## config.mk

```make
export PLATFORM = sky130hd
export DESIGN_NAME = memory_flat
export DESIGN_NICKNAME = d
export VERILOG_FILES = /design/src/verilog/cpu_pkg.sv /design/src/verilog/hazard_if.sv /design/src/verilog/memory.sv /design/src/flat_wrapper.sv
export VERILOG_INCLUDE_DIRS = /design/src /design/src/include
export SDC_FILE = /design/constraint.sdc
export NUM_CORES = 1
export LEC_CHECK = 0
export ABC_CLOCK_PERIOD_IN_PS = 1000
export BUFFER_PORTS_ARGS = -buffer_cell sky130_fd_sc_hd__buf_4
export CELL_PAD_IN_SITES_DETAIL_PLACEMENT = 1
export CELL_PAD_IN_SITES_GLOBAL_PLACEMENT = 1
export CORE_AREA = 2 2 150 152
export DETAILED_ROUTE_END_ITERATION = 8
export DIE_AREA = 0 0 152 154
export PLACE_DENSITY_LB_ADDON = 0.25
export RECOVER_POWER = 50
export SLEW_MARGIN = 20
export SYNTH_ARGS = -nofsm -noshare
export SYNTH_HDL_FRONTEND = slang
export SYNTH_SLANG_ARGS = --single-unit
export TNS_END_PERCENT = 20
```

## constraint.sdc

```tcl
create_clock -name vclk -period 1
set_input_delay 0 -clock vclk [all_inputs]
set_output_delay 0 -clock vclk [all_outputs]
set_load 0.02 [all_outputs]
```

## src/include/cpu_consts.svh

```systemverilog
// processor constants
`ifndef CPU_CONSTS_SVH
`define CPU_CONSTS_SVH

`define CPU_XLEN        32
`define CPU_NREG        32
`define CPU_IMEM_DEPTH  256
`define CPU_IMEM_AW     8

// opcodes, instruction bits 31:26
`define OP_RTYPE  6'h00
`define OP_ADDI   6'h01
`define OP_LW     6'h02
`define OP_SW     6'h03
`define OP_BEQ    6'h04
`define OP_HALT   6'h3f

// function codes for OP_RTYPE
`define FN_ADD    11'h000
`define FN_SUB    11'h001
`define FN_AND    11'h002
`define FN_OR     11'h003

`endif

```

## src/verilog/cpu_pkg.sv

```systemverilog
// processor types
`include "cpu_consts.svh"

package cpu_pkg;

    typedef logic [$clog2(`CPU_NREG)-1:0] reg_t;
    typedef logic [5:0] op_t;
    typedef logic [10:0] funct_t;

    // register form: op rd rs0 rs1 funct
    typedef struct packed {
        op_t    op;
        reg_t   rd;
        reg_t   rs0;
        reg_t   rs1;
        funct_t funct;
    } r_form_t;

    // immediate form, rd is a source for sw and beq
    typedef struct packed {
        op_t               op;
        reg_t              rd;
        reg_t              rs0;
        logic signed [15:0] imm;
    } i_form_t;

    typedef union packed {
        r_form_t r;
        i_form_t i;
    } instr_u;

    // decoded instruction, all zero is a bubble
    typedef struct packed {
        logic                 valid;
        op_t                  op;
        funct_t               funct;
        reg_t                 rd;
        logic                 regwrite;
        logic                 memread;
        logic                 memwrite;
        logic                 branch;
        logic                 halt;
        logic [`CPU_XLEN-1:0] imm;
        logic [`CPU_XLEN-1:0] pc;
    } inst_t;

    typedef enum logic [1:0] {
        FWD_RF,
        FWD_EXE,
        FWD_MEM
    } fwd_e;

endpackage

```

## src/verilog/hazard_if.sv

```systemverilog
// hazard signal bundle
`timescale 1ns/1ns

interface hazard_if (
    input logic clk
);
    // decode sources
    cpu_pkg::reg_t rs0;
    cpu_pkg::reg_t rs1;
    // execute destination
    cpu_pkg::reg_t rd_e;
    logic          regwrite_e;
    logic          memread_e;
    // memory destination
    cpu_pkg::reg_t rd_m;
    logic          regwrite_m;
    // hazard unit results
    cpu_pkg::fwd_e forward0;
    cpu_pkg::fwd_e forward1;
    logic          lwstall;

    modport dec (output rs0, rs1, input forward0, forward1);
    modport exe (input clk, output rd_e, regwrite_e, memread_e);
    modport mem (input clk, output rd_m, regwrite_m);
    modport haz (input rs0, rs1, rd_e, regwrite_e, memread_e, rd_m, regwrite_m,
                 output forward0, forward1, lwstall);

endinterface

```

## src/verilog/memory.sv

```systemverilog
// data memory stage
`timescale 1ns/1ns
`include "cpu_consts.svh"

module memory (
    input  cpu_pkg::inst_t       inst,
    input  logic [`CPU_XLEN-1:0] result,
    input  logic [`CPU_XLEN-1:0] store_data,
    hazard_if.mem                hif,
    output logic [`CPU_XLEN-1:0] dmem_addr,
    output logic [`CPU_XLEN-1:0] dmem_wdata,
    output logic                 dmem_re,
    output logic                 dmem_we,
    input  logic [`CPU_XLEN-1:0] dmem_rdata,
    input  logic                 miss,
    output logic                 stall,
    output cpu_pkg::inst_t       inst_out,
    output logic [`CPU_XLEN-1:0] wb_data
);

    // port held stable by the stage register while stalled
    assign dmem_addr  = result;
    assign dmem_wdata = store_data;
    assign dmem_re    = inst.valid && inst.memread;
    assign dmem_we    = inst.valid && inst.memwrite;

    assign stall    = (dmem_re || dmem_we) && miss;
    assign inst_out = inst;
    assign wb_data  = inst.memread ? dmem_rdata : result;

    assign hif.rd_m       = inst.rd;
    assign hif.regwrite_m = inst.valid && inst.regwrite;

    a_re_we_excl: assert property (@(posedge hif.clk) dmem_re |-> !dmem_we);

endmodule

```

## src/flat_wrapper.sv

```systemverilog
// flat-port wrapper written by rule: the top's interface ports become plain ports
module memory_flat 
  (inst, result, store_data, dmem_addr, dmem_wdata, dmem_re, dmem_we, dmem_rdata, miss, stall, inst_out, wb_data, clk, hif_rd_m, hif_regwrite_m);
  hazard_if hif_i (.clk(clk));
  input  cpu_pkg::inst_t inst;
  input  logic [`CPU_XLEN-1:0] result;
  input  logic [`CPU_XLEN-1:0] store_data;
  output logic [`CPU_XLEN-1:0] dmem_addr;
  output logic [`CPU_XLEN-1:0] dmem_wdata;
  output logic dmem_re;
  output logic dmem_we;
  input  logic [`CPU_XLEN-1:0] dmem_rdata;
  input  logic miss;
  output logic stall;
  output cpu_pkg::inst_t inst_out;
  output logic [`CPU_XLEN-1:0] wb_data;
  input wire logic clk;
  output wire logic [$bits(hif_i.rd_m)-1:0] hif_rd_m;
  output wire logic [$bits(hif_i.regwrite_m)-1:0] hif_regwrite_m;
  assign hif_rd_m = hif_i.rd_m;
  assign hif_regwrite_m = hif_i.regwrite_m;
  memory u_core (.inst(inst), .result(result), .store_data(store_data), .hif(hif_i), .dmem_addr(dmem_addr), .dmem_wdata(dmem_wdata), .dmem_re(dmem_re), .dmem_we(dmem_we), .dmem_rdata(dmem_rdata), .miss(miss), .stall(stall), .inst_out(inst_out), .wb_data(wb_data));
endmodule
```

* Word level (Yosys, flattened, before mapping)
Cells that the tools add are included.
** Word-level totals
- Flip-flop bits (word level) :: 0
- Logic and storage cells :: 6
- Output and inout bits :: 197
- Input port bits :: 190
** Cells by class
- Reductions and logical operators :: 5
- Mux-type cells :: 1
** Operators by type and width (count)
- 2-to-1 mux 32 bit :: 1
- logical AND 1 bit :: 4
- logical OR 1 bit :: 1

* Longest topological paths before layout
- Depth after elaboration :: 3
- Depth in mapped cells :: 3
- Depth with buffers taken out :: 1

* Least setup slack after synthesis
OpenSTA, ideal clock, no wires.
- Path kind :: input to output
- Start :: in inst[67] (netlist bit)
- End :: out wb_data[21]
- Required time :: 1.000 ns
- Setup slack :: 0.397 ns
- Arrival :: 0.603 ns
- Cell stages on the path :: 3
- Cells stage by stage :: buf_6 -> buf_8 -> mux2_4
** On the way
- Cells in the longest elaborated chain, start to end :: 1
** RTL lines
- start: declaration :: RTL line flat_wrapper.sv:5 : input cpu_pkg::inst_t inst;
- 2-to-1 mux 32 bit :: RTL line memory.sv:29 : assign wb_data = inst.memread ? dmem_rdata : result;
- end: declaration :: RTL line flat_wrapper.sv:16 : output logic [`CPU_XLEN-1:0] wb_data;
No other way between the ends.

* Worst setup path in the final report
- Start :: in inst[67] (netlist bit)
- End :: out wb_data[6]
The elaborated chain is that of the path after synthesis.

==> results.sh <==
export IMPL_syn_num_nets=391
export IMPL_crit_path_start_kind="input port"
export IMPL_drtIter0Drc=13
export IMPL_hold_slack_ns=0.00000777
export IMPL_drt_first_pass_iters=2
export IMPL_postRouteAntennaNets=0
export IMPL_fmax_ghz=1.24
export IMPL_grt_max_degree=20
export IMPL_drive_gt1_frac=0.978
export IMPL_power_density_nw_per_um2=518
export IMPL_p_leak_nw=0.962
export IMPL_seq_cells=0
export IMPL_std_cell_rows=54
export IMPL_ys_seq_area_frac=0
export IMPL_dieArea_um2=23400
export IMPL_critPathKind="in -> out"
export IMPL_grt_pass1_vias=1170
export IMPL_fp_dieH_um=154
export IMPL_routabilityCongestion=0.624
export IMPL_critPathCaptureType="primary output"
export IMPL_cp_arrival_ns=0.81
export IMPL_start_util=0.0816
export IMPL_syn_to_final_growth_pct=9.83
export IMPL_top_layer_used="met4"
export IMPL_grt_total_usage=0.0329
export IMPL_synth_common_cells="buf_4, mux2_4, mux2_2"
export IMPL_fin_ws_ns=0.191
export IMPL_final_seq_area_um2=0
export IMPL_n_clock_buffer=0
export IMPL_synthCells=201
export IMPL_synth_top_area_frac=0.683
export IMPL_ys_types=8
export IMPL_tns_ns=0
export IMPL_post_cts_setup_buffers=0
export IMPL_io_buffer_count=141
export IMPL_maxSlewViolCount=0
export IMPL_required_ns=1.00
export IMPL_final_nets=371
export IMPL_wl_met2_um=2300
export IMPL_holdBufCountCts=0
export IMPL_antenna_found_initial=0
export IMPL_rsz0062_at_grt="false"
export IMPL_min_period_over_period=0.809
export IMPL_grt_pass1_wl_um=6350
export IMPL_drc_errors=0
export IMPL_grt_overflow=0
export IMPL_dp_hpwl_um=4100
export IMPL_yosysWarnings=0
export IMPL_drv_cap=0
export IMPL_ys_top_cells_by_area="buf_4, mux2_4, mux2_2"
export IMPL_yosysMostFrequentCell="buf_4"
export IMPL_via_per_inst=2.29
export IMPL_setup_viol=0
export IMPL_io_pins=387
export IMPL_pre_cts_slack_ns=0.173
export IMPL_dr_total_vias=1050
export IMPL_wl_per_cell_um=10.2
export IMPL_outcome="finished, final reports clean"
export IMPL_hp_class="in -> out"
export IMPL_m1WireLength_um=1440
export IMPL_syn_mean_instance_area_um2=8.80
export IMPL_die_x_um=152
export IMPL_core_area_um2=21700
export IMPL_drt_total_wl_um=4700
export IMPL_min_period_ns=0.809
export IMPL_cts_resized=0
export IMPL_worst_pin_slew_ns=0.179
export IMPL_hold_viol=0
export IMPL_ir_worst_vdd_uv=111
export IMPL_slew_headroom=0.881
export IMPL_synth_top_area_cell="buf_4"
export IMPL_crit_fanout=19
export IMPL_syn_area_um2=1770
export IMPL_dr_wl_met3_um=675
export IMPL_diodes=0
==> cells in the final DEF, fill, tap and decap left out <==
cell type  instances
mux2_2             4
and2_1             3
buf_12             2
buf_4            141
mux2_4            28
o211a_1            1
==> where the power goes <==
group	leakage, nW	internal, mW	total [mW]	switching (mW)
Clock	0	0	0	0
Sequential	0	0	0	0
Combinational	0.962	0.557	1.01	0.449
==> worst paths after layout <==
check | from | end | slack (ns) | cells past startpoint
max | inst[67] | wb_data[6] | 0.19 | 4
min | inst[41] | inst_out[41] | 0.000008 | 0
==> area by class of cell <==
class                           instances  area [µm²]
Multi-Input combinational cell         36         494
Tap cell                              280         350
Timing Repair Buffer                  143        1100
Fill cell                            2577       19700
==> metal layers <==
| layer | GRT usage | vias up |
|---|---|---|
| met1 | 0.0314 | 461 |
| met4 | 0.0218 | 0 |
| met2 | 0.0560 | 109 |
| li1 | - | 430 |
| met5 | 0 | - |
| met3 | 0.0166 | 50 |
==> metrics by stage <==
| step | util | instances | power, mW | instance area, µm² |
|---|---|---|---|---|
| after floorplan | - | 201 | 1.32 | 1770 |
| after global placement | 0.0896 | 459 | 1.02 | 1940 |
| after detailed placement | 0.0896 | 459 | 1.02 | 1940 |
| after CTS | 0.0896 | 459 | 1.02 | 1940 |
| after global routing | 0.0896 | 459 | 1.06 | 1940 |
| final | 0.0896 | 459 | 1.01 | 1940 |
==> worst max-delay path: stages <==
cell	delay, ns
buf_4	0.11
buf_12	0.20
mux2_4	0.32
buf_4	0.16
==> logic make-up after synthesis <==
| group | after synthesis | synth area share |
|---|---|---|
| buffers and inverters | 165 | 0.721 |
| multiplexers | 32 | 0.263 |
| AND/OR/NAND/NOR | 3 | 0.0106 |
| AO/OA/AOI/OAI | 1 | 0.00566 |
Power figures use the tool's default switching activity.
