**src/include/cpu_consts.svh**
```systemverilog
// processor constants
`ifndef CPU_CONSTS_SVH
`define CPU_CONSTS_SVH

`define CPU_XLEN        32
`define CPU_NREG        32
`define CPU_IMEM_DEPTH  256
`define CPU_IMEM_AW     8

// opcodes, instruction bits 31:26
`define OP_RTYPE  6'h00
`define OP_ADDI   6'h01
`define OP_LW     6'h02
`define OP_SW     6'h03
`define OP_BEQ    6'h04
`define OP_HALT   6'h3f

// function codes for OP_RTYPE
`define FN_ADD    11'h000
`define FN_SUB    11'h001
`define FN_AND    11'h002
`define FN_OR     11'h003

`endif

```
**src/verilog/cpu_pkg.sv**
```systemverilog
// processor types
`include "cpu_consts.svh"

package cpu_pkg;

    typedef logic [$clog2(`CPU_NREG)-1:0] reg_t;
    typedef logic [5:0] op_t;
    typedef logic [10:0] funct_t;

    // register form: op rd rs0 rs1 funct
    typedef struct packed {
        op_t    op;
        reg_t   rd;
        reg_t   rs0;
        reg_t   rs1;
        funct_t funct;
    } r_form_t;

    // immediate form, rd is a source for sw and beq
    typedef struct packed {
        op_t               op;
        reg_t              rd;
        reg_t              rs0;
        logic signed [15:0] imm;
    } i_form_t;

    typedef union packed {
        r_form_t r;
        i_form_t i;
    } instr_u;

    // decoded instruction, all zero is a bubble
    typedef struct packed {
        logic                 valid;
        op_t                  op;
        funct_t               funct;
        reg_t                 rd;
        logic                 regwrite;
        logic                 memread;
        logic                 memwrite;
        logic                 branch;
        logic                 halt;
        logic [`CPU_XLEN-1:0] imm;
        logic [`CPU_XLEN-1:0] pc;
    } inst_t;

    typedef enum logic [1:0] {
        FWD_RF,
        FWD_EXE,
        FWD_MEM
    } fwd_e;

endpackage

```
**src/verilog/hazard_if.sv**
```systemverilog
// hazard signal bundle
`timescale 1ns/1ns

interface hazard_if (
    input logic clk
);
    // decode sources
    cpu_pkg::reg_t rs0;
    cpu_pkg::reg_t rs1;
    // execute destination
    cpu_pkg::reg_t rd_e;
    logic          regwrite_e;
    logic          memread_e;
    // memory destination
    cpu_pkg::reg_t rd_m;
    logic          regwrite_m;
    // hazard unit results
    cpu_pkg::fwd_e forward0;
    cpu_pkg::fwd_e forward1;
    logic          lwstall;

    modport dec (output rs0, rs1, input forward0, forward1);
    modport exe (input clk, output rd_e, regwrite_e, memread_e);
    modport mem (input clk, output rd_m, regwrite_m);
    modport haz (input rs0, rs1, rd_e, regwrite_e, memread_e, rd_m, regwrite_m,
                 output forward0, forward1, lwstall);

endinterface

```
**src/verilog/exec.sv**
```systemverilog
// execute stage
`timescale 1ns/1ns
`include "cpu_consts.svh"

module exec (
    input  cpu_pkg::inst_t       inst,
    input  logic [`CPU_XLEN-1:0] op0,
    input  logic [`CPU_XLEN-1:0] op1,
    hazard_if.exe                hif,
    output cpu_pkg::inst_t       inst_out,
    output logic [`CPU_XLEN-1:0] result,
    output logic [`CPU_XLEN-1:0] store_data,
    output logic                 branch_taken,
    output logic [`CPU_XLEN-1:0] branch_target
);

    logic [`CPU_XLEN-1:0] opb;

    // immediate for addi and address generation
    assign opb = (inst.op == `OP_RTYPE) ? op1 : inst.imm;

    always_comb begin
        case (inst.funct)
            `FN_SUB: result = op0 - opb;
            `FN_AND: result = op0 & opb;
            `FN_OR:  result = op0 | opb;
            default: result = op0 + opb;
        endcase
    end

    assign store_data = op1;
    assign inst_out   = inst;

    // beq offset counts words from pc + 4
    assign branch_taken  = inst.valid && inst.branch && (op0 == op1);
    assign branch_target = inst.pc + `CPU_XLEN'd4 + {inst.imm[`CPU_XLEN-3:0], 2'b00};

    assign hif.rd_e       = inst.rd;
    assign hif.regwrite_e = inst.valid && inst.regwrite;
    assign hif.memread_e  = inst.valid && inst.memread;

    a_branch_valid: assert property (@(posedge hif.clk)
        branch_taken |-> inst.valid && inst.op == `OP_BEQ);

endmodule

```
**src/flat_wrapper.sv**
```systemverilog
// flat-port wrapper written by rule: the top's interface ports become plain ports
module exec_flat 
  (inst, op0, op1, inst_out, result, store_data, branch_taken, branch_target, clk, hif_rd_e, hif_regwrite_e, hif_memread_e);
  hazard_if hif_i (.clk(clk));
  input  cpu_pkg::inst_t inst;
  input  logic [`CPU_XLEN-1:0] op0;
  input  logic [`CPU_XLEN-1:0] op1;
  output cpu_pkg::inst_t inst_out;
  output logic [`CPU_XLEN-1:0] result;
  output logic [`CPU_XLEN-1:0] store_data;
  output logic branch_taken;
  output logic [`CPU_XLEN-1:0] branch_target;
  input wire logic clk;
  output wire logic [$bits(hif_i.rd_e)-1:0] hif_rd_e;
  output wire logic [$bits(hif_i.regwrite_e)-1:0] hif_regwrite_e;
  output wire logic [$bits(hif_i.memread_e)-1:0] hif_memread_e;
  assign hif_rd_e = hif_i.rd_e;
  assign hif_regwrite_e = hif_i.regwrite_e;
  assign hif_memread_e = hif_i.memread_e;
  exec u_core (.inst(inst), .op0(op0), .op1(op1), .hif(hif_i), .inst_out(inst_out), .result(result), .store_data(store_data), .branch_taken(branch_taken), .branch_target(branch_target));
endmodule
```
**config.mk**
```make
export PLATFORM = sky130hd
export DESIGN_NAME = exec_flat
export DESIGN_NICKNAME = d
export VERILOG_FILES = /design/src/verilog/cpu_pkg.sv /design/src/verilog/hazard_if.sv /design/src/verilog/exec.sv /design/src/flat_wrapper.sv
export VERILOG_INCLUDE_DIRS = /design/src /design/src/include
export SDC_FILE = /design/constraint.sdc
export NUM_CORES = 1
export LEC_CHECK = 0
export ABC_AREA = 1
export BUFFER_PORTS_ARGS = -buffer_cell sky130_fd_sc_hd__buf_2
export CAP_MARGIN = 30
export CORE_ASPECT_RATIO = 0.5
export CORE_MARGIN = 1.5
export CORE_UTILIZATION = 30
export DETAILED_ROUTE_END_ITERATION = 10
export GPL_TIMING_DRIVEN = 0
export PLACE_DENSITY = 0.66
export SLEW_MARGIN = 20
export SYNTH_ARGS = -nofsm -noshare
export SYNTH_HDL_FRONTEND = slang
export SYNTH_SLANG_ARGS = --single-unit
```
**constraint.sdc**
```tcl
create_clock -name vclk -period 3.5
set_input_delay 0.175 -clock vclk [all_inputs]
set_output_delay 0.175 -clock vclk [all_outputs]
set_load 0.02 [all_outputs]
```
# Yosys cells after proc, flatten, opt, wreduce, memory -nomap -nowiden
# Cells that the tools add are included.
# W data, S select, Z words.
# totals
elab_cells,17
regBits,0
out_inout_bits,196
in_bits,157
# op_classes
add_sub_neg,4
n_reduce_logical,5
muxes,2
eq_ne,4
n_bitwise,2
# op_table
operator,count
$pmux W32 S3,1
$add A32 B32 Y32,2
$add A32 B3 Y32 const B,1
$and A32 B32 Y32,1
$eq A32 B32 Y1,1
$mux W32,1
$or A32 B32 Y32,1
$sub A32 B32 Y32,1
$eq A11 B2 Y1 const B,2
$eq A11 B1 Y1 const B,1
$logic_not A6 Y1,1
$logic_and A1 B1 Y1,4

# Depth between registers and ports, before layout
# logic_depth
depth_word,4
ltp_mapped,26

# Worst setup path before layout
# Ideal clock, no wire load.
# synth_timing
path_kind,input to output
startpoint,input port inst[83] (netlist name)
endpoint,output port result[29]
path_buffers,1
path_slack_ns,0.164
arrival_ns,3.161
required_ns,3.325
cell_stages,20
path_cell_list,nor3_1 nand2_1 inv_1 nand4_1 clkbuf_1 nand2_1 a21oi_1 a21oi_1 ha_1 nand3_1 nand2_1 a21oi_1 inv_1 nand2_1 nand2_1 a21oi_1 inv_1 nand2_1 a21oi_1 o21ai_0
# synth_via
elab_chain_len,2
word_cells_on_any_way,4
cone_classes,eq/ne: 3; mux: 1
# synth_lines
item,line_no,text
"start, declared",flat_wrapper.sv:5,input cpu_pkg::inst_t inst;
$eq A11 B2 Y1 or $eq A11 B1 Y1 (tied branches),exec.sv:23,case (inst.funct)
$pmux W32 S3 *,exec.sv:23,
"end, declared",flat_wrapper.sv:9,output logic [`CPU_XLEN-1:0] result;
# Mark *: on every way between the ends. The rest lies on a longest branch, timed or not.

# Worst setup path after layout
# layout_timing
startpoint,input port inst[86] (netlist name)
endpoint,output port result[31]
# layout_via
elab_chain_len,4
word_cells_on_any_way,7
cone_classes,add/sub: 2; mux: 2; bitwise: 2; reduce/logical: 1
# layout_lines
item,line_no,text
$logic_not A6 Y1 (no line) *,n/a,
$mux W32 *,exec.sv:20,assign opb = (inst.op == `OP_RTYPE) ? op1 : inst.imm;
"$add A32 B32 Y32, or another cell as far along",exec.sv:27,default: result = op0 + opb;
$pmux W32 S3 *,exec.sv:23,
# Marked as above.

==> metrics.csv <==
stage,metric,value,unit
status,status,"finished, violations left",
status,violations,negative setup slack,
detailed_routing,finalWirelength,37300,um
sta,period_share,107,%
detailed_routing,dr_total_vias,10500,
placed_design,dp_hpwl,29900,um
logic_synthesis,syn_nets,1535,
grt,grt_use_total,26.1,%
sta,hold_viol_final,0,
power,ir_drop,108,uV
cells_and_area,drive_above_1_share,48.0,%
cells_and_area,fill_cells,2474,
cells_and_area,layout_common_cells,"buf_2, nand2_1, buf_4, inv_1, ha_1",
cells_and_area,fin_util,48.1,%
detailed_routing,antenna_left,0,
grt,grt_pass1_vias,9284,
placed_design,place_congestion,1.00,
sta,maxSlewHeadroom,43.7,%
die,die-area,0.0256,mm^2
detailed_routing,via_per_inst,5.18,
detailed_routing,drc,0,
detailed_routing,routedWlPerCell,18.3,um
setup_path,end_kind,output port,
logic_synthesis,syn-cell-area,0.00738,mm^2
cells_and_area,nClkBuffers,0,
sta,fin_tns_setup,-2200,ps
logic_synthesis,yosys.cell_types.count,45,
die,num_rows,40,
cells_and_area,multi_input_area,0.00693,mm^2
grt,grt_pass1_wl,52300,um
sta,setup_viol,20,
worst_hold_path,hold_class,in2out,
setup_path,crit_required,3320,ps
setup_path,cp-start-kind,primary input,
sta,fin_crit,3740,ps
detailed_routing,first_pass_iters,6,
logic_synthesis,syn_area_per_cell,5.74,um^2
cells_and_area,areaGrowthSynthToFinish,57.0,%
cts,cts_hold_repair.buffers,0,
placed_design,port_buffers,343,
die,dieWidth,225,um
cells_and_area,regArea,0,um^2
setup_path,crit_type,in2out,
power,power.density,211,mW/mm^2
grt,antenna_found_initial,0,
die,ios,353,
setup_path,critPathArrivalTime,3570,ps
sta,rsz0062_at_grt,true,
cells_and_area,layout.nets,1948,
logic_synthesis,synth_cells,1286,
cells_and_area,nFlopsAndLatches,0,
grt,grt_max_degree,14,
die,core_area,0.0241,mm^2
detailed_routing,drt_iter0_drc,1113,
cells_and_area,layout_commonest_cell,buf_2,
cells_and_area,n_antenna_cell,0,
die,start_util,30.6,%
power,power_leakage,6.18,nW
sta,max_freq,0.267,GHz
run,drv_cap,0,
logic_synthesis,synth_seq_area_share,0,%
logic_synthesis,yosysWarnings,0,
sta,tightest_slew,838,ps
sta,fin_ws,-243,ps
sta,final-max-slew-violation-count,0,
setup_path,worstPathMaxFanout,7,
grt,grt_overflow,0,
die,die_h,114,um
[metrics by stage]
| step | power (mW) | instance area, um^2 | cells | hold WS (ps) | setup WS, ps |
|---|---|---|---|---|---|
| 5_1_grt | 2.60 | 11600 | 2033 | 570 | -501 |
| 6_report | 2.45 | 11600 | 2033 | 566 | -243 |
| 3_3_place_gp | 1.94 | 9520 | 1965 | 567 | -1030 |
| 4_1_cts | 2.13 | 10400 | 2008 | 567 | -146 |
| 2_1_floorplan | 1.26 | 7380 | 1286 | 463 | 164 |
| 3_5_place_dp | 1.94 | 9520 | 1965 | 568 | -1060 |
[area by class of cell]
class              count  share of cell area [%]
multi-input cells    956                    59.8
repair buffers       413                    20.9
well taps            336                    3.63
inverters            177                    5.73
plain buffers        151                    9.94
[path summary, 6_finish.rpt]
path | depth (start not counted) | slack [ps] | startpoint | end
worst max-delay path | 24 | -240 | inst[86] | result[31]
worst min-delay path | 2 | 570 | inst[66] | inst_out[66]
[report_power, final]
group	switching, mW	internal (mW)	leakage [nW]	total, mW
Clock	0	0	0	0
Sequential	0	0	0	0
Combinational	1.49	0.954	6.18	2.45
Total	1.49	0.954	6.18	2.45
[worst max-delay path, cell delays in order]
cell     delay [ps]
buf_8           100
nor2_4          200
nand3_4         140
buf_6           160
buf_8           130
o21ai_2         120
nand3_2         150
nor2_4          160
nand3_4         110
inv_2            60
nand4_1         110
nand2_2         150
xor2_4          230
ha_4            270
a21oi_4         140
o21ai_0         160
a21oi_1         250
o21ai_1         160
a21oi_4         170
inv_1            60
nand2_1          60
nand3_1          60
nand2_1         110
buf_6           120
[cell families (layout without fill, tap and decap cells)]
| family | after synthesis | after routing | synth area share [%] |
|---|---|---|---|
| AND/OR/NAND/NOR | 518 | 518 | 30.2 |
| buffers and inverters | 330 | 741 | 24.0 |
| AO/OA/AOI/OAI | 269 | 269 | 20.9 |
| adder cells (fa/ha/maj) | 93 | 93 | 15.9 |
| XOR/XNOR | 76 | 76 | 9.02 |
[synth_stat cells (all sizes together), types with 2 or more instances]
cell type / n / area [um^2]
a2111oi: 2 / 17.5
a21o: 6 / 45.0
a21oi: 92 / 460
a221oi: 4 / 35.0
a22oi: 2 / 15.0
a31oi: 7 / 43.8
buf: 145 / 1070
clkbuf: 8 / 30.0
clkinv: 2 / 7.51
fa: 2 / 40.0
ha: 90 / 1130
inv: 175 / 657
nand2: 299 / 1120
nand3: 48 / 263
nand4: 44 / 275
nor2: 97 / 404
nor3: 20 / 100
nor4: 3 / 18.8
o2111ai: 2 / 17.5
o211ai: 14 / 105
o21a: 4 / 30.0
o21ai: 97 / 493
o21bai: 7 / 52.6
o221ai: 3 / 26.3
o22ai: 21 / 131
o311ai: 3 / 26.3
o31ai: 2 / 15.0
or2: 5 / 31.3
xnor2: 19 / 166
xor2: 57 / 499
[timing repair]
action,4_1_cts,5_1_grt
setup endpoints to repair,27,25
pin swaps,79,93
gates cloned,0,0
buffers inserted,44,26
gates resized for setup,176,242
[routing by layer]
layer | GRT usage (%) | part of all wire, %
met1 | 35.4 | 42
met2 | 44.0 | 45
met3 | 2.47 | 8.0
met4 | 7.87 | 5.0
met5 | 0 | 0
Power figures use the tool's default switching activity.
