### src/include/cpu_consts.svh
// processor constants
`ifndef CPU_CONSTS_SVH
`define CPU_CONSTS_SVH

`define CPU_XLEN        32
`define CPU_NREG        32
`define CPU_IMEM_DEPTH  256
`define CPU_IMEM_AW     8

// opcodes, instruction bits 31:26
`define OP_RTYPE  6'h00
`define OP_ADDI   6'h01
`define OP_LW     6'h02
`define OP_SW     6'h03
`define OP_BEQ    6'h04
`define OP_HALT   6'h3f

// function codes for OP_RTYPE
`define FN_ADD    11'h000
`define FN_SUB    11'h001
`define FN_AND    11'h002
`define FN_OR     11'h003

`endif

### src/verilog/cpu_pkg.sv
// processor types
`include "cpu_consts.svh"

package cpu_pkg;

    typedef logic [$clog2(`CPU_NREG)-1:0] reg_t;
    typedef logic [5:0] op_t;
    typedef logic [10:0] funct_t;

    // register form: op rd rs0 rs1 funct
    typedef struct packed {
        op_t    op;
        reg_t   rd;
        reg_t   rs0;
        reg_t   rs1;
        funct_t funct;
    } r_form_t;

    // immediate form, rd is a source for sw and beq
    typedef struct packed {
        op_t               op;
        reg_t              rd;
        reg_t              rs0;
        logic signed [15:0] imm;
    } i_form_t;

    typedef union packed {
        r_form_t r;
        i_form_t i;
    } instr_u;

    // decoded instruction, all zero is a bubble
    typedef struct packed {
        logic                 valid;
        op_t                  op;
        funct_t               funct;
        reg_t                 rd;
        logic                 regwrite;
        logic                 memread;
        logic                 memwrite;
        logic                 branch;
        logic                 halt;
        logic [`CPU_XLEN-1:0] imm;
        logic [`CPU_XLEN-1:0] pc;
    } inst_t;

    typedef enum logic [1:0] {
        FWD_RF,
        FWD_EXE,
        FWD_MEM
    } fwd_e;

endpackage

### src/verilog/hazard_if.sv
// hazard signal bundle
`timescale 1ns/1ns

interface hazard_if (
    input logic clk
);
    // decode sources
    cpu_pkg::reg_t rs0;
    cpu_pkg::reg_t rs1;
    // execute destination
    cpu_pkg::reg_t rd_e;
    logic          regwrite_e;
    logic          memread_e;
    // memory destination
    cpu_pkg::reg_t rd_m;
    logic          regwrite_m;
    // hazard unit results
    cpu_pkg::fwd_e forward0;
    cpu_pkg::fwd_e forward1;
    logic          lwstall;

    modport dec (output rs0, rs1, input forward0, forward1);
    modport exe (input clk, output rd_e, regwrite_e, memread_e);
    modport mem (input clk, output rd_m, regwrite_m);
    modport haz (input rs0, rs1, rd_e, regwrite_e, memread_e, rd_m, regwrite_m,
                 output forward0, forward1, lwstall);

endinterface

### src/verilog/decode.sv
// instruction decode
`timescale 1ns/1ns
`include "cpu_consts.svh"

module decode (
    input  logic [`CPU_XLEN-1:0] pc,
    input  cpu_pkg::instr_u      instr,
    hazard_if.dec                hif,
    input  logic [`CPU_XLEN-1:0] rf_rdata0,
    input  logic [`CPU_XLEN-1:0] rf_rdata1,
    input  logic [`CPU_XLEN-1:0] result_e,
    input  logic [`CPU_XLEN-1:0] result_m,
    output cpu_pkg::inst_t       inst,
    output logic [`CPU_XLEN-1:0] op0,
    output logic [`CPU_XLEN-1:0] op1
);

    function automatic logic [`CPU_XLEN-1:0] fwd_mux(
        input cpu_pkg::fwd_e        sel,
        input logic [`CPU_XLEN-1:0] rf,
        input logic [`CPU_XLEN-1:0] e,
        input logic [`CPU_XLEN-1:0] m
    );
        case (sel)
            cpu_pkg::FWD_EXE: return e;
            cpu_pkg::FWD_MEM: return m;
            default:          return rf;
        endcase
    endfunction

    always_comb begin
        inst          = '0;
        // an all-zero word is a bubble
        inst.valid    = |instr;
        inst.op       = instr.r.op;
        inst.funct    = `FN_ADD;
        inst.rd       = instr.r.rd;
        inst.imm      = {{(`CPU_XLEN-16){instr.i.imm[15]}}, instr.i.imm};
        inst.pc       = pc;
        hif.rs0       = instr.r.rs0;
        // second source only when the op reads it
        hif.rs1       = '0;
        case (instr.r.op)
            `OP_RTYPE: begin
                inst.funct    = instr.r.funct;
                inst.regwrite = 1'b1;
                hif.rs1       = instr.r.rs1;
            end
            `OP_ADDI: inst.regwrite = 1'b1;
            `OP_LW: begin
                inst.regwrite = 1'b1;
                inst.memread  = 1'b1;
            end
            `OP_SW: begin
                inst.memwrite = 1'b1;
                hif.rs1       = instr.i.rd;
            end
            `OP_BEQ: begin
                inst.branch = 1'b1;
                hif.rs1     = instr.i.rd;
            end
            `OP_HALT: begin
                inst.halt = 1'b1;
                hif.rs0   = '0;
            end
            default: inst.valid = 1'b0;
        endcase
    end

    assign op0 = fwd_mux(hif.forward0, rf_rdata0, result_e, result_m);
    assign op1 = fwd_mux(hif.forward1, rf_rdata1, result_e, result_m);

endmodule

### src/flat_wrapper.sv
// flat-port wrapper written by rule: the top's interface ports become plain ports
module decode_flat 
  (pc, instr, rf_rdata0, rf_rdata1, result_e, result_m, inst, op0, op1, clk, hif_rs0, hif_rs1, hif_forward0, hif_forward1);
  hazard_if hif_i (.clk(clk));
  input  logic [`CPU_XLEN-1:0] pc;
  input  cpu_pkg::instr_u instr;
  input  logic [`CPU_XLEN-1:0] rf_rdata0;
  input  logic [`CPU_XLEN-1:0] rf_rdata1;
  input  logic [`CPU_XLEN-1:0] result_e;
  input  logic [`CPU_XLEN-1:0] result_m;
  output cpu_pkg::inst_t inst;
  output logic [`CPU_XLEN-1:0] op0;
  output logic [`CPU_XLEN-1:0] op1;
  input wire logic clk;
  output wire logic [$bits(hif_i.rs0)-1:0] hif_rs0;
  output wire logic [$bits(hif_i.rs1)-1:0] hif_rs1;
  input wire logic [$bits(hif_i.forward0)-1:0] hif_forward0;
  input wire logic [$bits(hif_i.forward1)-1:0] hif_forward1;
  assign hif_rs0 = hif_i.rs0;
  assign hif_rs1 = hif_i.rs1;
  assign hif_i.forward0 = hif_forward0;
  assign hif_i.forward1 = hif_forward1;
  decode u_core (.pc(pc), .instr(instr), .hif(hif_i), .rf_rdata0(rf_rdata0), .rf_rdata1(rf_rdata1), .result_e(result_e), .result_m(result_m), .inst(inst), .op0(op0), .op1(op1));
endmodule
### config.mk
export PLATFORM = sky130hd
export DESIGN_NAME = decode_flat
export DESIGN_NICKNAME = d
export VERILOG_FILES = /design/src/verilog/cpu_pkg.sv /design/src/verilog/hazard_if.sv /design/src/verilog/decode.sv /design/src/flat_wrapper.sv
export VERILOG_INCLUDE_DIRS = /design/src /design/src/include
export SDC_FILE = /design/constraint.sdc
export NUM_CORES = 1
export LEC_CHECK = 0
export ABC_CLOCK_PERIOD_IN_PS = 2680
export BUFFER_PORTS_ARGS = -buffer_cell sky130_fd_sc_hd__clkbuf_2
export CAP_MARGIN = 0
export CORE_AREA = 2 2 142 144
export DETAILED_ROUTE_END_ITERATION = 8
export DIE_AREA = 0 0 144 146
export PLACE_DENSITY_LB_ADDON = 0.05
export RECOVER_POWER = 50
export SLEW_MARGIN = 10
export SYNTH_ARGS = -nofsm -noshare
export SYNTH_HDL_FRONTEND = slang
export SYNTH_SLANG_ARGS = --single-unit
### constraint.sdc
create_clock -name vclk -period 2.68
set_input_delay 0.536 -clock vclk [all_inputs]
set_output_delay 0.536 -clock vclk [all_outputs]
set_load 0.05 [all_outputs]
=== Word level (Yosys, flattened, before mapping) ===
Index checks and enable logic that the tools add are counted.

* Reductions and logical operators: 5
* Mux-type cells: 11
* Eq/ne operators: 9

{| class="wikitable"
|+ Operators by type and width
! cell !! number
|-
| $pmux W32 S2 || 2
|-
| $reduce_or A32 Y1 || 1
|-
| $eq A6 B2 Y1 const B || 2
|-
| $mux W11 || 1
|-
| $pmux W5 S2 || 1
|-
| $eq A6 B1 Y1 const B || 1
|-
| $eq A6 B3 Y1 const B || 1
|-
| $eq A6 B6 Y1 const B || 1
|-
| $logic_not A6 Y1 || 1
|-
| $mux W1 || 6
|-
| $reduce_or A6 Y1 || 1
|-
| $mux W5 || 1
|-
| $eq A2 B1 Y1 const B || 2
|-
| $eq A2 B2 Y1 const B || 2
|-
| $reduce_or A3 Y1 || 1
|-
| $reduce_or A2 Y1 || 1
|}

* Output and inout port bits: 166
* Input port bits: 197
* Flip-flop bits (word level): 0

=== Logic depth before layout (Yosys ltp) ===
Gate-level depths: netlist of run 1.

* Depth after elaboration: 3
* Gate-level depth with buffers: 6
* Depth with buffers taken out: 4

=== Least setup slack after synthesis of run 1 ===
OpenSTA, ideal clock, no wires.

* Path type: input-to-output
* Start: input port instr[29] (netlist bit)
* End: output port inst[67] (netlist bit)
* Data required time: 2.144 ns
* Arrival time: 2.358 ns
* Setup slack: -0.214 ns
* Stages: 3
* Path through: or4_1 buf_2 nor3b_1

{| class="wikitable"
|+ RTL lines
! what !! RTL line !! text
|-
| start, declared || flat_wrapper.sv:6 || <nowiki>input cpu_pkg::instr_u instr;</nowiki>
|-
| end, declared || flat_wrapper.sv:11 || <nowiki>output cpu_pkg::inst_t inst;</nowiki>
|}

==> reports/results.tsv, run 1 <==
metric	value	unit
status	complete, no violations	
fp.dieW	144	um
clockPowerShare	0	%
power_frac_seq	0	%
p_per_area	331.4	nW/um^2
setup_viol_count_final	0	
multi_input_area	1399	um^2
initial_core_util	10.72	%
placed_cell_area	3877	um^2
antenna_found_initial	0	
totalWireLength	12500	um
synth_cells	348	
synth_area	2073	um^2
insertedDiodeCount	0	
first_global_vias	3223	
finalSetupTns	0	ns
design.seq.count	0	
ios	363	
grt.overflow.total	0	
drt_iter0_drc	80	
die_h	146	um
grt_pass1_wl	17910	um
critPathKind	input pin to output port	
worstPathMaxFanout	2	
drv_slew	0	
avgRoutedWirePerCell	15.05	um
start_kind	input pin	
post-place-ws	0.04187	ns
rsz0062_at_grt	no	
portBuffers	298	
nets	768	
syn_area_per_cell	5.958	um^2
seq_area	0	um^2
hpwl	10260	um
power	1.271	mW
switchingPower	862.7	uW
globalplace.congestion	0.7533	
dp.cells	830	
die-area	21020	um^2
ir_worst_vdd	113.7	uV
yosysSeqAreaShare	0	%
drtPass1Iterations	4	
final_cells	830	
ant_nets	0	
final_cell_area	3836	um^2
worst_pin_slew	0.6733	ns
maxCapViolations	0	
core	19330	um^2
period_minus_slack	2.596	ns
hold_viol	0	
synth.distinct_cells	24	
ys_warn_count	0	
synth_fp_nets	549	
min_path_type	input pin to output port	
p_int	408.7	uW
fin_crit_sh	96.88	%
grt_max_degree	51	
comb_power_share	100.0	%
switching_share	67.86	%
routed-via-count	3261	
track_usage	10.79	%
area_growth_syn_to_layout	85.03	%
max_slew_margin	55.31	%
required	2.14	ns
fillers	2248	
crit_path_end_kind	output port	
layout.cells.most_common	clkbuf_2	
final_cell_mix	212 x clkbuf_2, 65 x nand2_1, 64 x a22oi_1	
clock_buffers	0	
post_drt_via_cell_ratio	3.929	
drive_gt1_share	49.38	%
arrival	2.06	ns
leakagePower	1.858	nW
fmaxAchievable	385.2	MHz
drcViolationCount	0	
setup_ws	0.08371	ns
rows	51	
[worst max-delay path, cell delays in order]
cell and delay [ns]:
clkbuf_2 0.09, or4_1 0.56, or3_1 0.32, o32a_1 0.34
buf_2 0.21
[metrics by stage]
stage	util, %	hold slack (ns)
6_report	19.84	1.072
4_1_cts	20.05	1.072
2_1_floorplan	-	1.174
3_5_place_dp	20.05	1.072
3_3_place_gp	20.05	1.072
5_1_grt	19.84	1.072
[routing by layer]
layer  up-vias  share of wire (%)  global-route usage, %
li1       1618                  -                      -
met1      1440                 36                  11.28
met2       183                 54                  22.17
met3        20                8.6                  1.909
met4         0                1.7                  1.569
met5         -                  0                      0
[synth_stat cells (all sizes together) (4+ instances only)]
cell type | n | area share (%)
nor4 | 6 | 1.8
inv | 4 | 0.72
nor2 | 4 | 0.72
and2 | 11 | 3.3
a22o | 5 | 2.1
buf | 76 | 27
clkbuf | 27 | 4.9
nand2 | 65 | 12
nor2b | 5 | 1.5
o21ai | 64 | 15
a22oi | 64 | 23
ha | 4 | 2.4
[path summary, 6_finish.rpt]
kind,start,to,slack [ns],cells past startpoint
setup / recovery,instr[29],inst[91],0.08,5
hold / removal,pc[15],inst[15],1.07,0
[power by group through the flow]
stage          clock network [mW]  registers [mW]  logic (mW)
2_1_floorplan                   0               0       0.922
3_3_place_gp                    0               0        1.30
3_5_place_dp                    0               0        1.30
4_1_cts                         0               0        1.30
5_1_grt                         0               0        1.35
6_report                        0               0        1.27
[timing repair]
item	4_1_cts	5_1_grt
hold buffers	0	0
hold endpoints to repair	0	0
setup endpoints to repair	0	14
buffers inserted	0	0
resized for setup	0	21
[layout make-up]
cell class / instances / share of cell area, %
Timing Repair Buffer: 320 / 54.50
Multi-Input combinational cell: 241 / 36.46
Tap cell: 265 / 8.643
Inverter: 4 / 0.3914
[cells by family after synthesis]
| logic type | count (synthesis) | synth area share [%] |
|---|---|---|
| AOI/OAI and AO/OA | 137 | 42.00 |
| adders and majority gates | 4 | 2.414 |
| buffers and inverters | 107 | 33.01 |
| and+or+nand+nor | 100 | 22.57 |
Note: power is estimated with default switching activity, not from simulation.
==> run 2, diff against run 1 <==
Settings changed: BUFFER_PORTS_ARGS -buffer_cell sky130_fd_sc_hd__clkbuf_2 to -buffer_cell sky130_fd_sc_hd__buf_2.
==> reports/results.tsv, run 2 (synthesis gave the netlist of run 1 again) <==
metric	value	unit	change
fillers	2319		+3.2%
drtPass1Iterations	4		unchanged
final_cell_mix	239 x buf_2, 65 x nand2_1, 64 x a22oi_1		
worstPathMaxFanout	2		unchanged
placed_cell_area	3462	um^2	-11%
holdCritStartpoint	pc[15]		
ios	363		unchanged
period_minus_slack	2.626	ns	+0.03019 ns
wl_met2	6781	um	+1.2%
hold_buffers	0		unchanged
grt.overflow.total	0		unchanged
fin_util	17.74	%	-2.1 points
setup_ws	0.05352	ns	-0.03019 ns
cp-startpoint	instr[29]		
drcViolationCount	0		unchanged
first_global_vias	3156		-2.1%
min_path_type	input pin to output port		
seq_area	0	um^2	unchanged
setup_viol_count_final	0		unchanged
area_growth_syn_to_layout	65.48	%	
fin_crit_sh	98.00	%	+1.1 points
post-place-ws	0.02131	ns	-0.02055 ns
clock_buffers	0		unchanged
antenna_found_initial	0		unchanged
track_usage	10.64	%	-0.15 points
arrival	2.09	ns	+0.03 ns
hpwl	10060	um	-2.0%
hold_viol	0		unchanged
fmaxAchievable	380.7	MHz	-1.1%
die-area	21020	um^2	unchanged
final_cells	828		-0.24%
totalWireLength	12460	um	-0.29%
drive_gt1_share	49.20	%	-0.18 points
core	19330	um^2	unchanged
ant_nets	0		unchanged
top_layer_used	met4		
drt-met1-wl	4471	um	-0.67%
insertedDiodeCount	0		unchanged
globalplace.congestion	0.7786		+3.4%
finalSetupTns	0	ns	unchanged
fp.dieW	144	um	unchanged
final_cell_area	3431	um^2	-11%
post_drt_via_cell_ratio	3.944		+0.40%
grt_pass1_wl	17770	um	-0.77%
crit_path_frequent_cell	buf_2		
die_h	146	um	unchanged
ir_worst_vdd	94.78	uV	-17%
wl_met3	1042	um	-3.4%
power	1.125	mW	-11%
dp.cells	828		-0.24%
critPathKind	input pin to output port		
layout.cells.most_common	buf_2		
crit_path_max_incr_delay	0.56	ns	about the same
multi_input_area	1399	um^2	unchanged
whs	1.072	ns	unchanged
slowest_stage	or4_1		
leakagePower	1.708	nW	-8.1%
drt_iter0_drc	91		+14%
nets	766		-0.26%
maxCapViolations	0		unchanged
required	2.14	ns	about the same
routed-via-count	3266		+0.15%
portBuffers	298		unchanged
start_kind	input pin		
drv_slew	0		unchanged
design.seq.count	0		unchanged
p_per_area	328.0	nW/um^2	-1.0%
worst_pin_slew	0.6434	ns	-0.02990 ns
status	complete, no violations		
grt_max_degree	41		-20%
max_slew_margin	57.29	%	+2.0 points
crit_path_end_kind	output port		
initial_core_util	10.72	%	unchanged
avgRoutedWirePerCell	15.05	um	about the same
rows	51		unchanged
worstPathCellList	buf_2, or4_1, or3_1, o32a_1, buf_2		
[run 2: cell count changes in the layout (fill, tap and decap cells not counted), sizes merged]
| cell | delta |
|---|---|
| clkbuf | -210 |
| buf | +208 |
[run 2: final timing paths]
path              cells past startpoint  slack, ns       end
hold / removal                        0       1.07  inst[15]
setup / recovery                      5       0.05  inst[91]
[run 2: layout make-up]
| type | count | area share (%) |
|---|---|---|
| inverters | 4 | 0.4376 |
| multi-input cells | 241 | 40.77 |
| well taps | 265 | 9.664 |
| repair buffers | 318 | 49.12 |
[run 2: power by group]
| group | leakage (nW) | switching (mW) | internal (mW) |
|---|---|---|---|
| Sequential | 0 | 0 | 0 |
| Combinational | 1.71 | 0.836 | 0.290 |
| Clock | 0 | 0 | 0 |
[run 2: layer usage]
metal  up-vias  track usage, %
met5         -               0
met4         0           1.373
met3        18           2.040
met2       185           22.10
met1      1453           10.90
li1       1610               -
[run 2: critical path: cells and delay by family]
family / cells / cell delay [ns]
compound gates: 1 / 0.35
buf+inv: 2 / 0.32
simple gates: 2 / 0.88
[run 2: what timing repair did]
item / in CTS / in global routing
setup endpoints to repair: 0 / 12
gates resized for setup: 0 / 16
setup buffers: 0 / 0
