File: src/include/cpu_consts.svh
// processor constants
`ifndef CPU_CONSTS_SVH
`define CPU_CONSTS_SVH

`define CPU_XLEN        32
`define CPU_NREG        32
`define CPU_IMEM_DEPTH  256
`define CPU_IMEM_AW     8

// opcodes, instruction bits 31:26
`define OP_RTYPE  6'h00
`define OP_ADDI   6'h01
`define OP_LW     6'h02
`define OP_SW     6'h03
`define OP_BEQ    6'h04
`define OP_HALT   6'h3f

// function codes for OP_RTYPE
`define FN_ADD    11'h000
`define FN_SUB    11'h001
`define FN_AND    11'h002
`define FN_OR     11'h003

`endif

File: src/verilog/cpu_pkg.sv
// processor types
`include "cpu_consts.svh"

package cpu_pkg;

    typedef logic [$clog2(`CPU_NREG)-1:0] reg_t;
    typedef logic [5:0] op_t;
    typedef logic [10:0] funct_t;

    // register form: op rd rs0 rs1 funct
    typedef struct packed {
        op_t    op;
        reg_t   rd;
        reg_t   rs0;
        reg_t   rs1;
        funct_t funct;
    } r_form_t;

    // immediate form, rd is a source for sw and beq
    typedef struct packed {
        op_t               op;
        reg_t              rd;
        reg_t              rs0;
        logic signed [15:0] imm;
    } i_form_t;

    typedef union packed {
        r_form_t r;
        i_form_t i;
    } instr_u;

    // decoded instruction, all zero is a bubble
    typedef struct packed {
        logic                 valid;
        op_t                  op;
        funct_t               funct;
        reg_t                 rd;
        logic                 regwrite;
        logic                 memread;
        logic                 memwrite;
        logic                 branch;
        logic                 halt;
        logic [`CPU_XLEN-1:0] imm;
        logic [`CPU_XLEN-1:0] pc;
    } inst_t;

    typedef enum logic [1:0] {
        FWD_RF,
        FWD_EXE,
        FWD_MEM
    } fwd_e;

endpackage

File: src/verilog/hazard_if.sv
// hazard signal bundle
`timescale 1ns/1ns

interface hazard_if (
    input logic clk
);
    // decode sources
    cpu_pkg::reg_t rs0;
    cpu_pkg::reg_t rs1;
    // execute destination
    cpu_pkg::reg_t rd_e;
    logic          regwrite_e;
    logic          memread_e;
    // memory destination
    cpu_pkg::reg_t rd_m;
    logic          regwrite_m;
    // hazard unit results
    cpu_pkg::fwd_e forward0;
    cpu_pkg::fwd_e forward1;
    logic          lwstall;

    modport dec (output rs0, rs1, input forward0, forward1);
    modport exe (input clk, output rd_e, regwrite_e, memread_e);
    modport mem (input clk, output rd_m, regwrite_m);
    modport haz (input rs0, rs1, rd_e, regwrite_e, memread_e, rd_m, regwrite_m,
                 output forward0, forward1, lwstall);

endinterface

File: src/verilog/hazard_unit.sv
// forwarding and load-use detection
`timescale 1ns/1ns

module hazard_unit (
    hazard_if.haz hif
);

    // execute stage wins over memory stage
    function automatic cpu_pkg::fwd_e pick_src(input cpu_pkg::reg_t rs);
        if (rs == '0)
            return cpu_pkg::FWD_RF;
        if (hif.regwrite_e && hif.rd_e == rs)
            return cpu_pkg::FWD_EXE;
        if (hif.regwrite_m && hif.rd_m == rs)
            return cpu_pkg::FWD_MEM;
        return cpu_pkg::FWD_RF;
    endfunction

    assign hif.forward0 = pick_src(hif.rs0);
    assign hif.forward1 = pick_src(hif.rs1);

    // load result not ready until the memory stage
    assign hif.lwstall = hif.memread_e && hif.rd_e != '0 &&
                         (hif.rd_e == hif.rs0 || hif.rd_e == hif.rs1);

endmodule

File: src/flat_wrapper.sv
// flat-port wrapper written by rule: the top's interface ports become plain ports
module hazard_unit_flat 
  (clk, hif_rs0, hif_rs1, hif_rd_e, hif_regwrite_e, hif_memread_e, hif_rd_m, hif_regwrite_m, hif_forward0, hif_forward1, hif_lwstall);
  hazard_if hif_i (.clk(clk));
  input wire logic clk;
  input wire logic [$bits(hif_i.rs0)-1:0] hif_rs0;
  input wire logic [$bits(hif_i.rs1)-1:0] hif_rs1;
  input wire logic [$bits(hif_i.rd_e)-1:0] hif_rd_e;
  input wire logic [$bits(hif_i.regwrite_e)-1:0] hif_regwrite_e;
  input wire logic [$bits(hif_i.memread_e)-1:0] hif_memread_e;
  input wire logic [$bits(hif_i.rd_m)-1:0] hif_rd_m;
  input wire logic [$bits(hif_i.regwrite_m)-1:0] hif_regwrite_m;
  output wire logic [$bits(hif_i.forward0)-1:0] hif_forward0;
  output wire logic [$bits(hif_i.forward1)-1:0] hif_forward1;
  output wire logic [$bits(hif_i.lwstall)-1:0] hif_lwstall;
  assign hif_i.rs0 = hif_rs0;
  assign hif_i.rs1 = hif_rs1;
  assign hif_i.rd_e = hif_rd_e;
  assign hif_i.regwrite_e = hif_regwrite_e;
  assign hif_i.memread_e = hif_memread_e;
  assign hif_i.rd_m = hif_rd_m;
  assign hif_i.regwrite_m = hif_regwrite_m;
  assign hif_forward0 = hif_i.forward0;
  assign hif_forward1 = hif_i.forward1;
  assign hif_lwstall = hif_i.lwstall;
  hazard_unit u_core (.hif(hif_i));
endmodule
File: config.mk
export PLATFORM = sky130hd
export DESIGN_NAME = hazard_unit_flat
export DESIGN_NICKNAME = d
export VERILOG_FILES = /design/src/verilog/cpu_pkg.sv /design/src/verilog/hazard_if.sv /design/src/verilog/hazard_unit.sv /design/src/flat_wrapper.sv
export VERILOG_INCLUDE_DIRS = /design/src /design/src/include
export SDC_FILE = /design/constraint.sdc
export NUM_CORES = 1
export LEC_CHECK = 0
export ABC_CLOCK_PERIOD_IN_PS = 1000
export BUFFER_PORTS_ARGS = -buffer_cell sky130_fd_sc_hd__buf_2
export CAP_MARGIN = 10
export CORE_AREA = 2 2 40 42
export DETAILED_ROUTE_END_ITERATION = 8
export DIE_AREA = 0 0 42 44
export GPL_ROUTABILITY_DRIVEN = 0
export PLACE_DENSITY = 0.58
export SLEW_MARGIN = 20
export SYNTH_ARGS = -nofsm -noshare
export SYNTH_HDL_FRONTEND = slang
export SYNTH_SLANG_ARGS = --single-unit
File: constraint.sdc
create_clock -name vclk -period 1
set_clock_uncertainty 0.2 [all_clocks]
set_input_delay 0.1 -clock vclk [all_inputs]
set_output_delay 0.1 -clock vclk [all_outputs]
set_load 0.01 [all_outputs]
After elaboration in Yosys (flattened, before gate mapping)
Index checks and enable logic that the tools add are counted.
W data, S select, Z words.
{ "totals": {"elab_cells": 38, "reg_bits": 0, "inputBits": 24, "out_inout_bits": 5} }
{ "op_classes": {"mux": 24, "n_eq_ne": 4, "n_reduce_logical": 10} }
{ "op_table": {"columns": ["operator", "count"], "rows": [
  ["$mux W2", 12],
  ["$eq A5 B5 Y1", 4],
  ["$mux W1", 12],
  ["$logic_not A5 Y1", 2],
  ["$logic_and A1 B1 Y1", 6],
  ["$reduce_bool A5 Y1", 1],
  ["$logic_or A1 B1 Y1", 1]
]} }

Longest topological paths before layout
Gate-level depths: netlist (run 1).
{ "depth": {"depth_word": 9, "mapped_depth": 4, "mapped_depth_nobuf": 4} }

Worst setup path after synthesis (run 1)
No wires, ideal clock.
{ "synth_path": {"path_type": "input to output", "from": "in hif_rs0[3]", "to": "out hif_forward0[0]", "n_path_buf": 0, "required_ns": 0.700, "arrival_time_ns": 0.802, "cell_stages": 3, "setup_slack_ns": -0.102, "cell_sequence": "or4_4 > nor2_4 > nor2_1"} }
{ "synth_via": {"elab_chain_cells": 8, "word_cells_on_any_way": 16, "cone_classes": "2 x eq/ne; 11 x mux; 3 x reduce/logical"} }
{ "synth_rtl": {"columns": ["item", "line_no", "text"], "rows": [
  ["start: declaration", "flat_wrapper.sv:6", "input wire logic [$bits(hif_i.rs0)-1:0] hif_rs0;"],
  ["$eq A5 B5 Y1", "hazard_unit.sv:14", "if (hif.regwrite_m && hif.rd_m == rs)"],
  ["$logic_and A1 B1 Y1", "hazard_unit.sv:14", null],
  ["$mux W1 (2 in a row)", "hazard_unit.sv:14", null],
  ["$mux W1", "hazard_unit.sv:12", "if (hif.regwrite_e && hif.rd_e == rs)"],
  ["$mux W2", "hazard_unit.sv:16", "return cpu_pkg::FWD_RF;"],
  ["$mux W2", "hazard_unit.sv:14", null],
  ["$mux W2 (*)", "hazard_unit.sv:12", null],
  ["end: declaration", "flat_wrapper.sv:13", "output wire logic [$bits(hif_i.forward0)-1:0] hif_forward0;"]
]} }
Mark *: on every way between the ends. The rest lies on a longest branch, timed or not. The select of a mux whose other input is x is not followed.

Worst setup path in the final report (run 1)
{ "layout_path": {"from": "in hif_rs0[1]", "to": "out hif_forward0[1]"} }
Same word-level chain as after synthesis.

==> flow_summary.yaml, run 1 <==
critical_path:
  slowest_delay_ns: 0.54
  path_buf_inv: 2
  cp-start-kind: "input port"
  cp.arrival_ns: 1.05
  cp.required_ns: 0.70
  cp_top_family: "simple AND/OR/NAND/NOR gates"
  endpoint_kind: "output pin"
  cp_slowest_cell: "or4_4"
  crit_fanout: 3
  crit_type: "in -> out"
  crit_chain: "buf_6 > or4_4 > nor2_4 > nor4b_4 > buf_2"
layout:
  nets: 109
  area_growth_pct: 123
  layout_common_cells: "18 x buf_2, 14 x buf_6, 9 x xor2_1, 9 x buf_4, 7 x xnor2_2"
  multi_input_area_um2: 420
  seqCellArea_um2: 0
  layout_commonest_cell: "buf_2"
  layout-drive-gt1-share_pct: 72.3
  clkbuf_count: 0
  fillCellCount: 142
  num_antenna_cells: 0
  seq_cell_count: 0
  final_cell_area_um2: 756
sta:
  hold_violations: 0
  maxSlewHeadroom_pct: 86.0
  slew_violations: 0
  tightest_slew_ns: 0.208
  grt_setup_unrepaired: "yes"
  setup_viol_count_final: 5
  timing.fmax_mhz: 739
  fin_crit_sh_pct: 135
  fin_crit_ns: 1.35
  whs_ns: 0.315
  fin_ws_ns: -0.354
logic_synthesis:
  ys_types: 15
  synthCells: 42
  yosysWarnings: 0
  ys_seq_area_share_pct: 0
  syn_avg_cell_area_um2: 8.07
  synth_nets: 66
  synthesis.area_um2: 339
pwr:
  peakVddDrop_uv: 173
  switching_share_pct: 42.2
  internal_power_uw: 179
  powerDensity_nw_per_um2: 409
  p_clk_share_pct: 0
  power_frac_comb_pct: 100.0
  p_sw_uw: 131
  leakagePower_nw: 0.361
  pwr-share-seq_pct: 0
global_routing:
  grt_pass1_wl_um: 1830
  antenna_found_initial: 0
  grt_pass1_vias: 437
  grt_max_degree: 4
  grt_overflow_total: 0
  grtUsageTotal_pct: 12.6
detailed_routing:
  dr.pass1.iters: 4
  ant_nets: 0
  routed_via_density: 4.66
  drtIter0Drc: 5
  drc: 0
  wl_um: 1280
  routedWlPerCell_um: 12.9
  vias: 461
floorplanning:
  core-area_um2: 1420
  initial_core_util_pct: 23.9
  ios: 29
  dieArea_um2: 1850
  die_x_um: 42
  rows: 14
  die_h_um: 44
placed_design:
  numPortBuffers: 28
  hpwl_um: 981
  dpl_cell_area_um2: 589
min_path:
  hp-class: "in -> out"
clock_network:
  cts_hold_buf: 0
status:
  violations: "setup timing"
  status: "complete, but fails checks"
run:
  cap_violations: 0
## metal layers
layer | vias up | GRT usage [%] | routed length (um)
li1 | 229 | - | -
met1 | 220 | 14.1 | 434
met2 | 12 | 27.5 | 788
met3 | 0 | 0 | 52
met4 | 0 | 0 | 0
met5 | - | 0 | 0
## path summary, 6_finish.rpt
kind / startpoint / endpoint / cells past startpoint / slack, ns
worst max-delay path: hif_rs0[1] / hif_forward0[1] / 5 / -0.35
worst min-delay path: hif_memread_e / hif_lwstall / 4 / 0.31
## cells in the mapped netlist
library cell	n	area, um2
xor2_1	10	87.6
nor3_2	1	10.0
a22oi_1	1	7.51
or4_4	2	22.5
nand3_1	1	5.00
or4_1	1	7.51
nand2_1	2	7.51
nor3_1	1	5.00
nand3_2	1	10.0
xnor2_1	10	87.6
o21ai_1	1	5.00
nor4b_2	2	30.0
nand4_1	2	12.5
nor2_4	2	22.5
nor2_1	5	18.8
## power groups by stage
stage	Clock [mW]	Sequential (mW)	Combinational (mW)
2_1_floorplan	0	0	0.0976
3_3_place_gp	0	0	0.227
3_5_place_dp	0	0	0.232
4_1_cts	0	0	0.253
5_1_grt	0	0	0.331
6_report	0	0	0.309
## kinds of logic (layout without fill, tap and decap cells)
logic type             count (synthesis)  after routing  synth area share (%)
XOR/XNOR                              20             20                  51.7
AND/OR/NAND/NOR                       20             20                  44.6
AO/OA/AOI/OAI                          2              2                  3.69
buffers and inverters                  0             41                     0
## timing repair
| item | 4_1_cts | 5_1_grt |
|---|---|---|
| buffers inserted | 1 | 0 |
| setup endpoints to repair | 5 | 5 |
| pin swaps | 11 | 17 |
| gates resized for setup | 9 | 22 |
## cell type report
cell class / count / area share (%)
multi-input cells: 42 / 55.6
well taps: 16 / 2.65
repair buffers: 41 / 41.7
## through the flow
step           setup slack, ns  power [mW]  setup TNS, ns  util, %  std cells
4_1_cts                 -0.355       0.253          -1.71     45.1         99
5_1_grt                 -0.398       0.331          -1.86     53.3         99
3_3_place_gp            -0.355       0.227          -1.73     41.5         98
2_1_floorplan           -0.102      0.0976         -0.481        -         42
6_report                -0.354       0.309          -1.68     53.3         99
3_5_place_dp            -0.355       0.232          -1.76     41.5         98
No activity file was read; power rests on OpenSTA's default activity.
==> inputs of run 2 (changes only) <==
Settings changed: ABC_AREA set to 1, CAP_MARGIN 10 to unset, CORE_AREA 2 2 40 42 to 2 2 45 47, DIE_AREA 0 0 42 44 to 0 0 47 49, PLACE_DENSITY 0.58 to unset, PLACE_DENSITY_LB_ADDON set to 0.12.
==> flow_summary.yaml, run 2 <==
sta:
  whs_ns: 0.339
  fin_ws_ns: -0.154
  fin_crit_ns: 1.15
  slew_violations: 0
  grt_setup_unrepaired: "yes"
  tns_ns: -0.704
  hold_violations: 0
  setup_viol_count_final: 5
  maxSlewHeadroom_pct: 87.0
  fin_crit_sh_pct: 115
  tightest_slew_ns: 0.193
  timing.fmax_mhz: 866
floorplanning:
  die_h_um: 49
  initial_core_util_pct: 23.0
  ios: 29
  dieArea_um2: 2300
  core-area_um2: 1840
  die_x_um: 47
  rows: 16
logic_synthesis:
  synthTopCellsByCount: "38 x nand2_1, 15 x inv_1, 13 x nor2_1"
  synth_adder_area_share_pct: 0
  syn_avg_cell_area_um2: 4.61
  synth_nets: 116
  synth_top_area_cell: "nand2_1"
  ys_seq_area_share_pct: 0
  muxShareOfSynthArea_pct: 0
  synth_compound_area_share_pct: 6.78
  synth_xor_area_share_pct: 10.3
  synth_top_family_by_area: "simple AND/OR/NAND/NOR gates"
  synthCells: 92
  netlist_top_cells_area: "nand2_1 34%, inv_1 13%, nor2_1 12%"
  yosys.area_share.simple_pct: 67.8
  yosysWarnings: 0
  ys_types: 14
  netlist.area_leader.share_pct: 33.6
  yosys.cell_count.top_type: "nand2_1"
  synthesis.area_um2: 424
global_routing:
  grtUsageTotal_pct: 12.6
  antenna_found_initial: 0
  grt_pass1_vias: 592
  grt_overflow_total: 0
  grt_pass1_wl_um: 2280
  grt_max_degree: 5
critical_path:
  cp.required_ns: 0.70
  crit_end: "hif_lwstall"
  cp.arrival_ns: 0.85
  path_buf_inv: 3
  slowest_delay_ns: 0.14
  crit_fanout: 3
  cp_slowest_cell: "a21oi_2"
  crit_start: "hif_rs0[3]"
  cp-start-kind: "input port"
  endpoint_kind: "output pin"
  cpMostUsedCell: "nand2_2"
  cp.depth: 8
  cp_top_family: "simple AND/OR/NAND/NOR gates"
  crit_chain: "buf_6 > inv_2 > nand2_2 > nand2_2 > nor2_4 > nand3_2 > a21oi_2 > buf_2"
  crit_type: "in -> out"
detailed_routing:
  dr.pass1.iters: 4
  routedWlPerCell_um: 9.38
  drc: 0
  drtIter0Drc: 4
  vias: 628
  routed_via_density: 4.16
  ant_nets: 0
  wl_um: 1420
min_path:
  hp-class: "in -> out"
  holdCritStartpoint: "hif_memread_e"
  hold_depth: 4
layout:
  layout-drive-gt1-share_pct: 57.3
  area_growth_pct: 90.6
  fillCellCount: 229
  layout_common_cells: "27 x nand2_1, 15 x buf_2, 11 x nand2_2"
  nets: 150
  seqCellArea_um2: 0
  seq_cell_count: 0
  final_util_pct: 43.9
  clkbuf_count: 0
  num_antenna_cells: 0
  layout_commonest_cell: "nand2_1"
placed_design:
  hpwl_um: 1200
  numPortBuffers: 28
  dp_slack_ns: -0.231
status:
  status: "complete, but fails checks"
  violations: "setup timing"
pwr:
  p_total_uw: 309
  leakagePower_nw: 0.443
  peakVddDrop_uv: 172
  powerDensity_nw_per_um2: 382
run:
  cap_violations: 0
## run 2: power breakdown
| group | internal, mW | total [mW] | switching, mW |
|---|---|---|---|
| registers | 0 | 0 | 0 |
| clock network | 0 | 0 | 0 |
| logic | 0.158 | 0.309 | 0.150 |
## run 2: area by class of cell
class                           count  area (um2)  area share, %
Inverter                           17        71.3           8.82
Multi-Input combinational cell     75         425           52.6
Tap cell                           27        33.8           4.18
Timing Repair Buffer               32         278           34.4
## run 2: repair_timing
| item | 4_1_cts | 5_1_grt |
|---|---|---|
| hold buffers | 0 | 0 |
| endpoints found under the setup margin | 5 | 5 |
| pin swaps | 15 | 16 |
| gates resized for setup | 40 | 17 |
| setup buffers | 0 | 0 |
## run 2: logic make-up after synthesis
group | after synthesis
xor gates and xnor gates | 5
and+or+nand+nor | 65
buffers and inverters | 17
AOI/OAI and AO/OA | 5
## run 2: worst min path at each step
| stage | end |
|---|---|
| after floorplan | hif_lwstall |
| after global placement | hif_lwstall |
| after detailed placement | hif_lwstall |
| after CTS | hif_lwstall |
| after global routing | hif_lwstall |
| final | hif_lwstall |
## run 2: through the flow
step,area [um2],std cells
3_5_place_dp,628,151
3_3_place_gp,628,151
4_1_cts,757,151
5_1_grt,808,151
2_1_floorplan,424,92
6_report,808,151
## run 2: metal layers
layer  wire length (um)  part of all wire (%)  global-route usage [%]
met1                588                    41                    17.1
met2                755                    53                    23.1
met3                 73                   5.2                       0
met4                  0                     0                       0
met5                  0                     0                       0
